## src/verilog/mspe_pkg.sv

```systemverilog
package mspe_pkg;

    localparam int data_w     = 32;
    localparam int len_w      = 8;  // Header bits 7:0.
    localparam int usedw_w    = 11;
    localparam int csr_addr_w = 3;
    localparam int rot_w      = $clog2(data_w);

    // Opcode field of the header word.
    localparam int op_msb = 27;
    localparam int op_lsb = 24;

    localparam logic [csr_addr_w-1:0] csr_key_addr = 3'd0;
    localparam logic [csr_addr_w-1:0] csr_pkt_addr = 3'd1;
    localparam logic [csr_addr_w-1:0] csr_err_addr = 3'd2;

    typedef enum logic [3:0] {
        op_pass = 4'd0,
        op_add  = 4'd1,
        op_xor  = 4'd2,
        op_rotl = 4'd3,
        op_sum  = 4'd4
    } opcode_t;

    typedef enum logic {
        st_idle,
        st_payload
    } decode_state_t;

    typedef struct packed {
        opcode_t           opcode;
        logic [data_w-1:0] key;
        logic [data_w-1:0] data;
        logic              first;
        logic              last;
    } op_t;

    typedef struct packed {
        opcode_t           opcode;
        logic [data_w-1:0] key;  // Packet key, needed by the sum reduction.
        logic [data_w-1:0] data;
        logic              first;
        logic              last;
    } res_t;

endpackage
```

## src/verilog/mspe.sv

```systemverilog
`timescale 1ns/1ps

module mspe (
    input  logic                            clk,
    input  logic                            rst_n,

    input  logic [mspe_pkg::csr_addr_w-1:0] csr_address,
    input  logic [mspe_pkg::data_w-1:0]     csr_writedata,
    input  logic                            csr_write,
    input  logic                            csr_read,
    output logic [mspe_pkg::data_w-1:0]     csr_readdata,

    input  logic [mspe_pkg::data_w-1:0]     recv_fifo_q,
    input  logic [mspe_pkg::usedw_w-1:0]    recv_fifo_rdusedw,
    output logic                            recv_fifo_rdreq,

    output logic [mspe_pkg::data_w-1:0]     src_data,
    output logic                            src_valid,
    output logic                            src_sop,
    output logic                            src_eop
);

    logic [mspe_pkg::data_w-1:0] key;
    mspe_pkg::op_t               op;
    mspe_pkg::res_t              res;
    logic                        op_valid;
    logic                        res_valid;
    logic                        pkt_start;
    logic                        bad_opcode;

    mspe_csr i_csr (
        .clk        (clk),
        .rst_n      (rst_n),
        .address    (csr_address),
        .writedata  (csr_writedata),
        .write      (csr_write),
        .read       (csr_read),
        .pkt_start  (pkt_start),
        .bad_opcode (bad_opcode),
        .readdata   (csr_readdata),
        .key        (key)
    );

    mspe_decode i_decode (
        .clk          (clk),
        .rst_n        (rst_n),
        .fifo_q       (recv_fifo_q),
        .fifo_rdusedw (recv_fifo_rdusedw),
        .key          (key),
        .fifo_rdreq   (recv_fifo_rdreq),
        .op           (op),
        .op_valid     (op_valid),
        .pkt_start    (pkt_start),
        .bad_opcode   (bad_opcode)
    );

    mspe_execute i_execute (
        .clk       (clk),
        .rst_n     (rst_n),
        .op        (op),
        .op_valid  (op_valid),
        .res       (res),
        .res_valid (res_valid)
    );

    mspe_result i_result (
        .clk       (clk),
        .rst_n     (rst_n),
        .res       (res),
        .res_valid (res_valid),
        .src_data  (src_data),
        .src_valid (src_valid),
        .src_sop   (src_sop),
        .src_eop   (src_eop)
    );

endmodule

```

## src/verilog/mspe_result.sv

```systemverilog
`timescale 1ns/1ps

module mspe_result (
    input  logic                        clk,
    input  logic                        rst_n,
    input  mspe_pkg::res_t              res,
    input  logic                        res_valid,
    output logic [mspe_pkg::data_w-1:0] src_data,
    output logic                        src_valid,
    output logic                        src_sop,
    output logic                        src_eop
);

    logic [mspe_pkg::data_w-1:0] acc;
    logic [mspe_pkg::data_w-1:0] acc_next;
    logic                        is_sum;

    assign is_sum = res.opcode == mspe_pkg::op_sum;

    // The first word of a sum packet starts from the key.
    assign acc_next = (res.first ? res.key : acc) + res.data;

    always_ff @(posedge clk) begin
        if (!rst_n) begin
            src_valid <= 1'b0;
            src_sop   <= 1'b0;
            src_eop   <= 1'b0;
        end else begin
            src_valid <= res_valid && (!is_sum || res.last);
            src_sop   <= res_valid && (is_sum ? res.last : res.first);
            src_eop   <= res_valid && res.last;
        end
    end

    always_ff @(posedge clk) begin
        if (res_valid) begin
            if (is_sum) begin
                acc <= acc_next;
            end
            src_data <= is_sum ? acc_next : res.data;  // Only seen on the last sum word.
        end
    end

endmodule

```

## src/verilog/mspe_execute.sv

```systemverilog
`timescale 1ns/1ps

module mspe_execute (
    input  logic           clk,
    input  logic           rst_n,
    input  mspe_pkg::op_t  op,
    input  logic           op_valid,
    output mspe_pkg::res_t res,
    output logic           res_valid
);

    logic [mspe_pkg::data_w-1:0]   alu_out;
    logic [2*mspe_pkg::data_w-1:0] rot_wide;

    // Rotate by shifting a doubled word.
    assign rot_wide = {op.data, op.data} << op.key[mspe_pkg::rot_w-1:0];

    always_comb begin
        case (op.opcode)
            mspe_pkg::op_add:  alu_out = op.data + op.key;
            mspe_pkg::op_xor:  alu_out = op.data ^ op.key;
            mspe_pkg::op_rotl: alu_out = rot_wide[2*mspe_pkg::data_w-1 -: mspe_pkg::data_w];
            default:           alu_out = op.data;  // Pass, and raw word for sum.
        endcase
    end

    always_ff @(posedge clk) begin
        if (!rst_n) begin
            res_valid <= 1'b0;
        end else begin
            res_valid <= op_valid;
        end
    end

    always_ff @(posedge clk) begin
        if (op_valid) begin
            res.opcode <= op.opcode;
            res.key    <= op.key;
            res.data   <= alu_out;
            res.first  <= op.first;
            res.last   <= op.last;
        end
    end

endmodule

```

## src/verilog/mspe_decode.sv

```systemverilog
`timescale 1ns/1ps

module mspe_decode (
    input  logic                           clk,
    input  logic                           rst_n,
    input  logic [mspe_pkg::data_w-1:0]    fifo_q,
    input  logic [mspe_pkg::usedw_w-1:0]   fifo_rdusedw,
    input  logic [mspe_pkg::data_w-1:0]    key,
    output logic                           fifo_rdreq,
    output mspe_pkg::op_t                  op,
    output logic                           op_valid,
    output logic                           pkt_start,
    output logic                           bad_opcode
);

    mspe_pkg::decode_state_t     state;
    mspe_pkg::opcode_t           pkt_op;
    mspe_pkg::opcode_t           hdr_op;
    logic [mspe_pkg::data_w-1:0] pkt_key;
    logic [mspe_pkg::len_w-1:0]  remaining;
    logic [mspe_pkg::len_w-1:0]  hdr_len;
    logic [3:0]                  hdr_code;
    logic                        hdr_known;
    logic                        first_q;
    logic                        pop;

    assign pop        = fifo_rdusedw != '0;
    assign fifo_rdreq = pop;  // Headers and payload words alike.
    assign op_valid   = (state == mspe_pkg::st_payload) && pop;

    assign hdr_code = fifo_q[mspe_pkg::op_msb:mspe_pkg::op_lsb];
    assign hdr_len  = fifo_q[mspe_pkg::len_w-1:0];

    always_comb begin
        case (hdr_code)
            mspe_pkg::op_pass,
            mspe_pkg::op_add,
            mspe_pkg::op_xor,
            mspe_pkg::op_rotl,
            mspe_pkg::op_sum: hdr_known = 1'b1;
            default:          hdr_known = 1'b0;
        endcase
    end

    // Unknown codes run as pass.
    assign hdr_op = hdr_known ? mspe_pkg::opcode_t'(hdr_code) : mspe_pkg::op_pass;

    assign op.opcode = pkt_op;
    assign op.key    = pkt_key;
    assign op.data   = fifo_q;
    assign op.first  = first_q;
    assign op.last   = remaining == 1;

    always_ff @(posedge clk) begin
        if (!rst_n) begin
            state      <= mspe_pkg::st_idle;
            remaining  <= '0;
            first_q    <= 1'b0;
            pkt_start  <= 1'b0;
            bad_opcode <= 1'b0;
        end else begin
            pkt_start  <= 1'b0;
            bad_opcode <= 1'b0;
            case (state)
                mspe_pkg::st_idle: begin
                    if (pop && hdr_len != '0) begin
                        state      <= mspe_pkg::st_payload;
                        remaining  <= hdr_len;
                        first_q    <= 1'b1;
                        pkt_start  <= 1'b1;
                        bad_opcode <= !hdr_known;
                    end
                end
                mspe_pkg::st_payload: begin
                    if (pop) begin
                        remaining <= remaining - 1'b1;
                        first_q   <= 1'b0;
                        if (remaining == 1) begin
                            state <= mspe_pkg::st_idle;
                        end
                    end
                end
                default: state <= mspe_pkg::st_idle;
            endcase
        end
    end

    // Packet opcode and key, taken when the header is popped.
    always_ff @(posedge clk) begin
        if (state == mspe_pkg::st_idle && pop) begin
            pkt_op  <= hdr_op;
            pkt_key <= key;
        end
    end

endmodule

```

## src/verilog/mspe_csr.sv

```systemverilog
`timescale 1ns/1ps

module mspe_csr (
    input  logic                              clk,
    input  logic                              rst_n,
    input  logic [mspe_pkg::csr_addr_w-1:0]   address,
    input  logic [mspe_pkg::data_w-1:0]       writedata,
    input  logic                              write,
    input  logic                              read,
    input  logic                              pkt_start,
    input  logic                              bad_opcode,
    output logic [mspe_pkg::data_w-1:0]       readdata,
    output logic [mspe_pkg::data_w-1:0]       key
);

    logic [mspe_pkg::data_w-1:0] pkt_count;
    logic [mspe_pkg::data_w-1:0] err_count;
    logic [mspe_pkg::data_w-1:0] read_mux;

    always_comb begin
        case (address)
            mspe_pkg::csr_key_addr: read_mux = key;
            mspe_pkg::csr_pkt_addr: read_mux = pkt_count;
            mspe_pkg::csr_err_addr: read_mux = err_count;
            default:                read_mux = '0;
        endcase
    end

    always_ff @(posedge clk) begin
        if (!rst_n) begin
            key       <= '0;
            pkt_count <= '0;
            err_count <= '0;
            readdata  <= '0;
        end else begin
            // Only the key is writable.
            if (write && address == mspe_pkg::csr_key_addr) begin
                key <= writedata;
            end
            if (pkt_start) begin
                pkt_count <= pkt_count + 1'b1;
            end
            if (bad_opcode) begin
                err_count <= err_count + 1'b1;
            end
            if (read) begin
                readdata <= read_mux;  // Held until the next read.
            end
        end
    end

endmodule

```

## config.mk

```make
export PLATFORM = sky130hd
export DESIGN_NAME = mspe
export DESIGN_NICKNAME = d
export VERILOG_FILES = /design/src/verilog/mspe_pkg.sv /design/src/verilog/mspe.sv /design/src/verilog/mspe_result.sv /design/src/verilog/mspe_execute.sv /design/src/verilog/mspe_decode.sv /design/src/verilog/mspe_csr.sv
export SDC_FILE = /design/constraint.sdc
export NUM_CORES = 1
export LEC_CHECK = 0
export BUFFER_PORTS_ARGS = -buffer_cell sky130_fd_sc_hd__buf_2
export CORE_ASPECT_RATIO = 0.9
export CORE_MARGIN = 2
export CORE_UTILIZATION = 40
export CTS_CLUSTER_SIZE = 14
export DETAILED_ROUTE_END_ITERATION = 10
export PLACE_DENSITY = 0.62
export SYNTH_ARGS = -nofsm -noshare
export SYNTH_HDL_FRONTEND = slang
export SYNTH_HIERARCHICAL = 1
export SYNTH_SLANG_ARGS = --single-unit
```

## constraint.sdc

```tcl
create_clock -name clk -period 4.56 [get_ports clk]
set_input_delay 0.912 -clock clk [delete_from_list [all_inputs] [get_ports clk]]
set_output_delay 0.912 -clock clk [all_outputs]
set_load 0.03 [all_outputs]
```

==> results.md, run 1 <==
- The layout filler cell count is 4433.
- Summing all flip-flop and latch instances after layout gives 0.00799 mm^2.
- The worst-skew pair later-pin latency is 530 ps.
- The detailed router placed 14967 vias in this run.
- Setup violations remaining at the end of the flow were counted as 0.
- The multi-input combinational cells in the finished layout cover a total of 0.0102 mm^2.
- Summed over all cells, the static leakage comes to 7.99 nW.
- For this run, the register share of the synthesized area comes to 0.420.
- The number of slew-limit violations in the final report is 0.
- The library cell used most frequently in the layout, excluding fill and tap cells, is sky130_fd_sc_hd__nand2_1.
- The fraction of power spent switching nets is 0.294.
- The floorplan core area is 0.0468 mm^2.
- The critical path startpoint category is a flip-flop.
- The clock network fraction of design power is 0.359.
- In this design, the stage delay of the slowest critical-path cell is 670 ps.
- Summed over all failing endpoints, the final setup total negative slack is 0 ps.
- Detailed placement ended at an HPWL of 39400 um.
- The number of instances in the synthesized netlist is 1914.
- Traced cell by cell, the critical path runs through buf_4, mux2_2, ha_1, and4_1, nand2_1, nor3_1, o311ai_2, a2111oi_2, nor3_1, xnor2_1, mux2_2.
- The number of hold buffers added after CTS was 0.
- The mean number of vias per cell is 5.72.
- The buffers plus inverters on the worst setup path is 1.
- The number of buffers between clock root and the deepest sink is 3.
- The actual transition at the worst max-transition pin is 1300 ps.
- The H-tree was split into 2 levels.
- Measured along the x axis, the die boundary spans 234 um.
- The power per cell area is 367 mW/mm^2.
- Clock tree synthesis found a total of 314 sinks.
- Summed over all layers, the routed wires come to 53400 um.
- Of the cells placed in the final design, the portion with a size suffix greater than 1 is 0.196.
- The first TritonRoute pass finished after 6 iterations.
- The most used flip-flop cell after synthesis is sky130_fd_sc_hd__edfxtp_1.
- Of the total power, combinational logic draws 0.216.
- The growth of design area from synthesis to finish is 10.9%.
- Setup repair after global routing left no endpoint under its margin.
- The die covers 0.0494 mm^2.
- The worst hold path belongs to the class reg2reg.
- The final hold violation count is 0.
- The detail route stage leaves a number of antenna-violating nets equal to 0.
- The initial core utilization is 0.407.
- The cell sitting at the root of the clock tree is a sky130_fd_sc_hd__clkbuf_16.
- The initial antenna violation count is 0.
- The final layout net count is 2122.
- The total routing resource utilization after global routing is 0.215.
- The type of the setup path with the least slack is reg2reg.
- The synthesized design contains 170 enable-type register cells.
- Buffers added to address setup during post-CTS repair amount to 0.
- Port buffering added 149 buffers.
- The relative contribution of sequential cells to total power is 0.425.
- The worst hold slack is 452 ps.
- At the worst endpoint, the required time is 4840 ps.
- The remaining design rule violation count is 0.
- The fraction of the cycle the final worst path needs is 0.838.
- Of the post-synthesis cell area, the dominant cell type holds 0.268.
- Along the worst path, the maximum fanout reaches 22.
- Sorting the synthesized cells by area gives the leading types as sky130_fd_sc_hd__edfxtp_1 27%, sky130_fd_sc_hd__dfxtp_1 15%, sky130_fd_sc_hd__mux2_2 4.9%.
- Once placement finished, the instance area stood at 0.0200 mm^2.
- The internal power summed over all cells is 5.48 mW.
- The I/O pin count is 150.
- The highest attainable clock frequency is 262 MHz.
- The TritonCTS buffer count is 36.
- Synthesis produced a netlist with a net count of 2064.
- On the final layout, the worst clock skew is 15.0 ps.
- The kind of cell adding the most delay to the critical path is simple AND/OR/NAND/NOR gates.
- The relative max-transition margin is 0.131.
- A synthesized cell averages 9.95 um^2.
- The number of gates resized after CTS is 0.
- The post-detailed-route wirelength per cell is 20.4 um.
- The clock tree from TritonCTS is yes.
- Global routing finished with a remaining overflow of 0.
- The largest net degree at the start of global routing is 109.
- The standard cell with the maximum stage delay on the critical path is sky130_fd_sc_hd__edfxtp_1.
- Yosys printed 6 warnings.
- The critical path endpoint category is a flip-flop.
- The run finished with clean final reports.
- The via count of the first global-routing pass is 14191.
- After synthesis the netlist holds a flip-flop and latch count of 314.
- For the worst setup path, the data arrival time is 4100 ps.
- The time the final worst path needs with I/O delays and setup is 3820 ps.
- After synthesis, the netlist uses 97 different library cells.
- For this block, the initial DRC count from the detailed router was 1332.
- The top cell types in the final layout, fill and taps aside, are 238 x sky130_fd_sc_hd__nand2_1, 170 x sky130_fd_sc_hd__edfxtp_1, 156 x sky130_fd_sc_hd__a21oi_1.
- The setup slack of the most critical reg-to-reg path is 740 ps.
- Counting flops with an async set or reset pin after synthesis yields a share of 0.
- The largest vdd supply drop is 0.000224 V.
- The first global-routing pass estimated 82600 um of wire.
- Summed over all nets, the switching power comes to 2.28 mW.
- The max-capacitance violation count is 0.
- The cell area after synthesis is 0.0190 mm^2.
- Summing all non-filler instances in the final layout gives an area of 0.0211 mm^2.
- The synthesized design spends more area on one cell type than any other, namely sky130_fd_sc_hd__edfxtp_1.
- The placement row count is 75.
- The die is 211 um tall.
- The clock transition at the register clock pins on the worst setup and hold paths after CTS is 60 ps.
- Routability-driven placement finished with a final weighted congestion of 0.956.
power by group through the flow:
stage                     Clock [mW]  Sequential, mW  Combinational, mW
after global routing            2.96            3.31               1.83
after detailed placement           0            3.35               1.66
final                           2.79            3.29               1.68
after floorplan                    0            3.32               1.25
after CTS                       2.85            3.29               1.66
after global placement             0            3.35               1.63
metal layers:
| layer | track usage | vias up | share of wire |
|---|---|---|---|
| met2 | 0.332 | 457 | 0.44 |
| met1 | 0.312 | 7190 | 0.47 |
| met5 | 0 | - | 0 |
| met3 | 0.0304 | 86 | 0.057 |
| li1 | - | 7234 | - |
| met4 | 0.0615 | 0 | 0.027 |
path summary, 6_finish.rpt:
kind,endpoint,startpoint,depth (start not counted)
setup / recovery,i_result/src_data[28],i_execute/res[1],11
hold / removal,i_execute/res[1],i_decode/first_q,0
setup reg to reg,i_result/src_data[28],i_execute/res[1],11
hold reg to reg,i_execute/res[1],i_decode/first_q,0
area by class of cell:
type | instances | share of cell area
Inverter | 36 | 0.00646
Antenna cell | 3 | 0.000356
Multi-Input combinational cell | 1417 | 0.484
Timing Repair Buffer | 167 | 0.0417
Tap cell | 616 | 0.0365
Clock buffer | 49 | 0.0479
Sequential cell | 314 | 0.378
Clock inverter | 15 | 0.00492
through the flow:
| step | std cells | power, mW | setup WS, ps | util |
|---|---|---|---|---|
| finish | 2617 | 7.76 | 738 | 0.451 |
| global route | 2614 | 8.10 | 470 | 0.451 |
| CTS | 2614 | 7.80 | 745 | 0.451 |
| detailed placement | 2550 | 5.01 | 629 | 0.427 |
| global placement | 2550 | 4.98 | 648 | 0.427 |
| floorplan | 1914 | 4.57 | 986 | - |
logic make-up (layout without fill, tap and decap cells):
logic type,count (synthesis),in the layout,synth area share
buffers and inverters,183,267,0.0459
flip-flops,314,314,0.420
XOR/XNOR,79,79,0.0363
AND/OR/NAND/NOR,588,588,0.151
multiplexers,197,197,0.128
adder cells (fa/ha/maj),68,68,0.0455
other,1,4,0.000197
AO/OA/AOI/OAI,484,484,0.173
flip-flops by register name (all words and copies together), names as in the netlist, 4 cells and up:
register            flops
i_csr/err_count        32
i_csr/readdata         32
i_execute/res          70
i_decode/remaining      8
i_result/src_data      32
i_decode/pkt_op         4
i_result/acc           32
i_csr/key              32
i_decode/pkt_key       32
i_csr/pkt_count        32
synthesized netlist by cell type, types with 11 or more instances:
| master | count |
|---|---|
| sky130_fd_sc_hd__clkbuf_1 | 87 |
| sky130_fd_sc_hd__nor2_1 | 128 |
| sky130_fd_sc_hd__buf_4 | 37 |
| sky130_fd_sc_hd__a2bb2oi_1 | 62 |
| sky130_fd_sc_hd__o22ai_1 | 21 |
| sky130_fd_sc_hd__dfxtp_1 | 144 |
| sky130_fd_sc_hd__nand3_1 | 30 |
| sky130_fd_sc_hd__or4_1 | 22 |
| sky130_fd_sc_hd__ha_1 | 66 |
| sky130_fd_sc_hd__buf_2 | 14 |
| sky130_fd_sc_hd__o21ai_0 | 60 |
| sky130_fd_sc_hd__nand2_1 | 238 |
| sky130_fd_sc_hd__nor3_1 | 16 |
| sky130_fd_sc_hd__and2_1 | 13 |
| sky130_fd_sc_hd__a21oi_1 | 156 |
| sky130_fd_sc_hd__mux2_1 | 12 |
| sky130_fd_sc_hd__edfxtp_1 | 170 |
| sky130_fd_sc_hd__mux4_2 | 28 |
| sky130_fd_sc_hd__mux2i_1 | 73 |
| sky130_fd_sc_hd__xnor2_1 | 47 |
| sky130_fd_sc_hd__xor2_1 | 32 |
| sky130_fd_sc_hd__a31oi_1 | 13 |
| sky130_fd_sc_hd__a21o_1 | 30 |
| sky130_fd_sc_hd__nand4_1 | 33 |
| sky130_fd_sc_hd__or3_1 | 11 |
| sky130_fd_sc_hd__mux2_2 | 83 |
| sky130_fd_sc_hd__o21ai_1 | 12 |
| sky130_fd_sc_hd__nor2b_1 | 18 |
| sky130_fd_sc_hd__inv_1 | 34 |
| sky130_fd_sc_hd__o31ai_1 | 23 |
| sky130_fd_sc_hd__and3_1 | 15 |
| sky130_fd_sc_hd__nand2b_1 | 15 |
Power figures use the tool's default switching activity.
==> run 2, diff against run 1 <==
Clock period 4.56 ns to 4 ns, I/O delays scaled along.
==> run 2 against run 1 <==
- clock skew increased by 1.4 ps
- critical endpoint is now i_result/src_data[20]
- first-iteration DRC count increased by 1.7%
- cell count up 0.61%
- total power increased by 14%
- via count rose by 1.3%
- global-route usage increased by 0.52 points
- register-to-register slack worse by 450 ps
- core utilization grew 0.32 points
- clock-buffer cell count down 8
- critical path depth is the same
- worst hold slack lost 4.5 ps
==> results.md, run 2 (synthesized netlist as in run 1, its figures left out) <==
- The max-capacitance violation count came to 0 (unchanged).
- The die extent in y is 211 um (unchanged).
- The worst-skew pair later-pin latency came to 550 ps (+20 ps).
- The actual transition at the worst max-transition pin came to 1200 ps (-97.0 ps).
- The mean number of vias per cell is 5.76 (+0.65%).
- The path depth of the worst reg2reg path came to 11 (unchanged).
- The total routing resource utilization after global routing came to 0.220 (+0.00523).
- The clock transition at the register clock pins on the worst setup and hold paths after CTS came to 60 ps (about the same).
- The total congestion overflow was 0 (unchanged).
- The fraction of the cycle the final worst path needs is 0.929 (+0.0908).
- The placer congestion estimate is 0.958 (+0.23%).
- The largest vdd supply drop is 0.000245 V (+9.4%).
- The placement row count came to 75 (unchanged).
- The most common cell after layout, fill and taps aside is sky130_fd_sc_hd__nand2_1.
- The number of gates resized after CTS is 0 (unchanged).
- The time the final worst path needs with I/O delays and setup is 3720 ps (-106 ps).
- The met2 usage in global routing is 0.334 (+0.00285).
- Setup repair after global routing left no endpoint under its margin.
- i_execute/res holds more flip-flops than any other register.
- The count of buffers inserted at the top-level ports is 149 (unchanged).
- The final layout net count is 2139 (+0.80%).
- The post-route setup TNS is 0 ps (unchanged).
- The growth of design area from synthesis to finish is 11.7%.
- The final wirelength is 53800 um (+0.89%).
- The setup slack of the most critical reg-to-reg path is 280 ps (-450 ps).
- The number of flip-flops in the largest register is 70 (unchanged).
- The final hold violation count is 0 (unchanged).
- The relative max-transition margin came to 0.193 (+0.0625).
- The number of buffers between clock root and the deepest sink is 3 (unchanged).
- The initial core utilization is 0.407 (unchanged).
- The number of slew-limit violations in the final report is 0 (unchanged).
- The required time reported for the critical path endpoint is 4290 ps (-550 ps).
- The number of iterations in the first detailed-routing pass came to 6 (unchanged).
- The met1 track demand over resource in global routing came to 0.318 (+0.00558).
- The estimated wirelength of the detail-placed design is 40300 um (+2.2%).
- The final setup violation count is 0 (unchanged).
- The setup slack of the critical path after layout came to 284 ps (-454 ps).
- The count of routing violations after the opening detailed-route iteration is 1354 (+1.7%).
- The worst clock skew came to 16.4 ps (+1.41 ps).
- The type of the setup path with the least slack is reg2reg.
- The TritonCTS buffer count is 36 (unchanged).
- The total number of vias came to 15156 (+1.3%).
- The critical path endpoint category is a flip-flop.
- In this run the clock root is driven by a sky130_fd_sc_hd__clkbuf_16.
- The ratio of cells with drive above 1 in the final layout is 0.207 (+0.0105).
- The run finished with clean final reports.
- The initial antenna violation count came to 0 (unchanged).
- The floorplan core area is 0.0468 mm^2 (unchanged).
- The post-cts hold buffer count was 0 (unchanged).
- The number of nets still failing antenna checks after routing was 0 (unchanged).
- The count of inserted antenna diode cells is 0 (-3).
- The arrival time of data at the critical path endpoint was 4010 ps (-90 ps).
- The die boundary width is 234 um (unchanged).
- The type of the worst min-delay path is reg2reg.
- The critical path startpoint category is a flip-flop.
- The clock tree from TritonCTS is yes.
- The count of clock tree sinks is 314 (unchanged).
- The post-detailed-route wirelength per cell is 20.4 um (+0.28%).
- The power per cell area came to 417 mW/mm^2 (+13%).
- The remaining design rule violation count is 0 (unchanged).
- After global routing, the most crowded layer is met2.
- The die area came to 0.0494 mm^2 (unchanged).
- The largest fanout on the critical path is 19 (-14%).
- The buffers inserted during post-CTS setup optimization is 0 (unchanged).
- The met3 usage is 0.0285 (-0.00189).
- The post-placement worst setup slack is 234 ps (-394 ps).
- The hold-critical path depth was 0 (unchanged).
- The via count of the first global-routing pass is 14744 (+3.9%).
- The I/O pin count is 150 (unchanged).
- The leakage power figure is 8.09 nW (+1.3%).
- The largest net degree at the start of global routing is 72 (-34%).
- The depth of the CTS H-tree is 2 (unchanged).
- The top cell types in the final layout, fill and taps aside, are 238 x sky130_fd_sc_hd__nand2_1, 170 x sky130_fd_sc_hd__edfxtp_1, 156 x sky130_fd_sc_hd__a21oi_1.
- The wire length of the first global-routing pass is 84700 um (+2.5%).
- The highest attainable clock frequency came to 269 MHz (+2.9%).
==> run 2: cell types whose count changed in the layout (fill, tap and decap cells not counted) <==
cell                         previous run  this run
sky130_fd_sc_hd__clkinv_4               0         2
sky130_fd_sc_hd__and2_1                12        13
sky130_fd_sc_hd__clkinv_2               8        13
sky130_fd_sc_hd__inv_6                  1         3
sky130_fd_sc_hd__clkinvlp_4             2         3
sky130_fd_sc_hd__and2_2                 1         0
sky130_fd_sc_hd__buf_12                 0         1
sky130_fd_sc_hd__buf_4                 18        34
sky130_fd_sc_hd__clkbuf_1               9         2
sky130_fd_sc_hd__clkbuf_16             38        37
sky130_fd_sc_hd__diode_2                3         0
==> run 2: critical path, cell delays in order (launching register included) <==
cell and delay [ps]:
sky130_fd_sc_hd__edfxtp_1 370, sky130_fd_sc_hd__buf_4 300, sky130_fd_sc_hd__mux2_2 380, sky130_fd_sc_hd__ha_1 360, sky130_fd_sc_hd__o21ai_0 320, sky130_fd_sc_hd__o21ai_0 190
sky130_fd_sc_hd__and2_1 210, sky130_fd_sc_hd__o311ai_2 470, sky130_fd_sc_hd__and2_1 270, sky130_fd_sc_hd__o221ai_2 130, sky130_fd_sc_hd__xor2_1 180, sky130_fd_sc_hd__mux2_2 280
==> run 2: final cells by class <==
type / count / area, um^2
clock buffer: 41 / 961
sequential: 314 / 7990
inverter: 36 / 136
multi-input combinational: 1417 / 10200
tap: 616 / 771
timing repair buffer: 184 / 1020
fill: 4437 / 25600
clock inverter: 25 / 171
==> run 2: power breakdown <==
part	switching [mW]	total, mW	internal, mW	leakage (nW)
clock network	1.37	3.18	1.81	0.562
logic	1.14	1.94	0.799	4.72
registers	0.129	3.74	3.62	2.81
==> run 2: routing by layer <==
| layer | vias to the layer above | wire length [um] |
|---|---|---|
| met5 | - | 0 |
| li1 | 7256 | - |
| met2 | 489 | 23800 |
| met4 | 0 | 1790 |
| met3 | 89 | 3060 |
| met1 | 7322 | 25200 |
==> run 2: final timing paths <==
path / end / startpoint
max reg2reg: i_result/src_data[20] / i_execute/res[1]
max: i_result/src_data[20] / i_execute/res[1]
min: i_execute/res[1] / i_decode/first_q
min reg2reg: i_execute/res[1] / i_decode/first_q
==> run 2: per-stage QoR <==
stage / utilization / std cells / instance area, um^2 / power [mW] / hold WS (ps)
finish: 0.454 / 2633 / 21300 / 8.86 / 448
global route: 0.454 / 2633 / 21300 / 9.27 / 460
CTS: 0.454 / 2633 / 21300 / 8.92 / 452
detailed placement: 0.430 / 2567 / 20100 / 5.73 / 438
global placement: 0.430 / 2567 / 20100 / 5.69 / 429
floorplan: - / 1914 / 19000 / 5.21 / 429
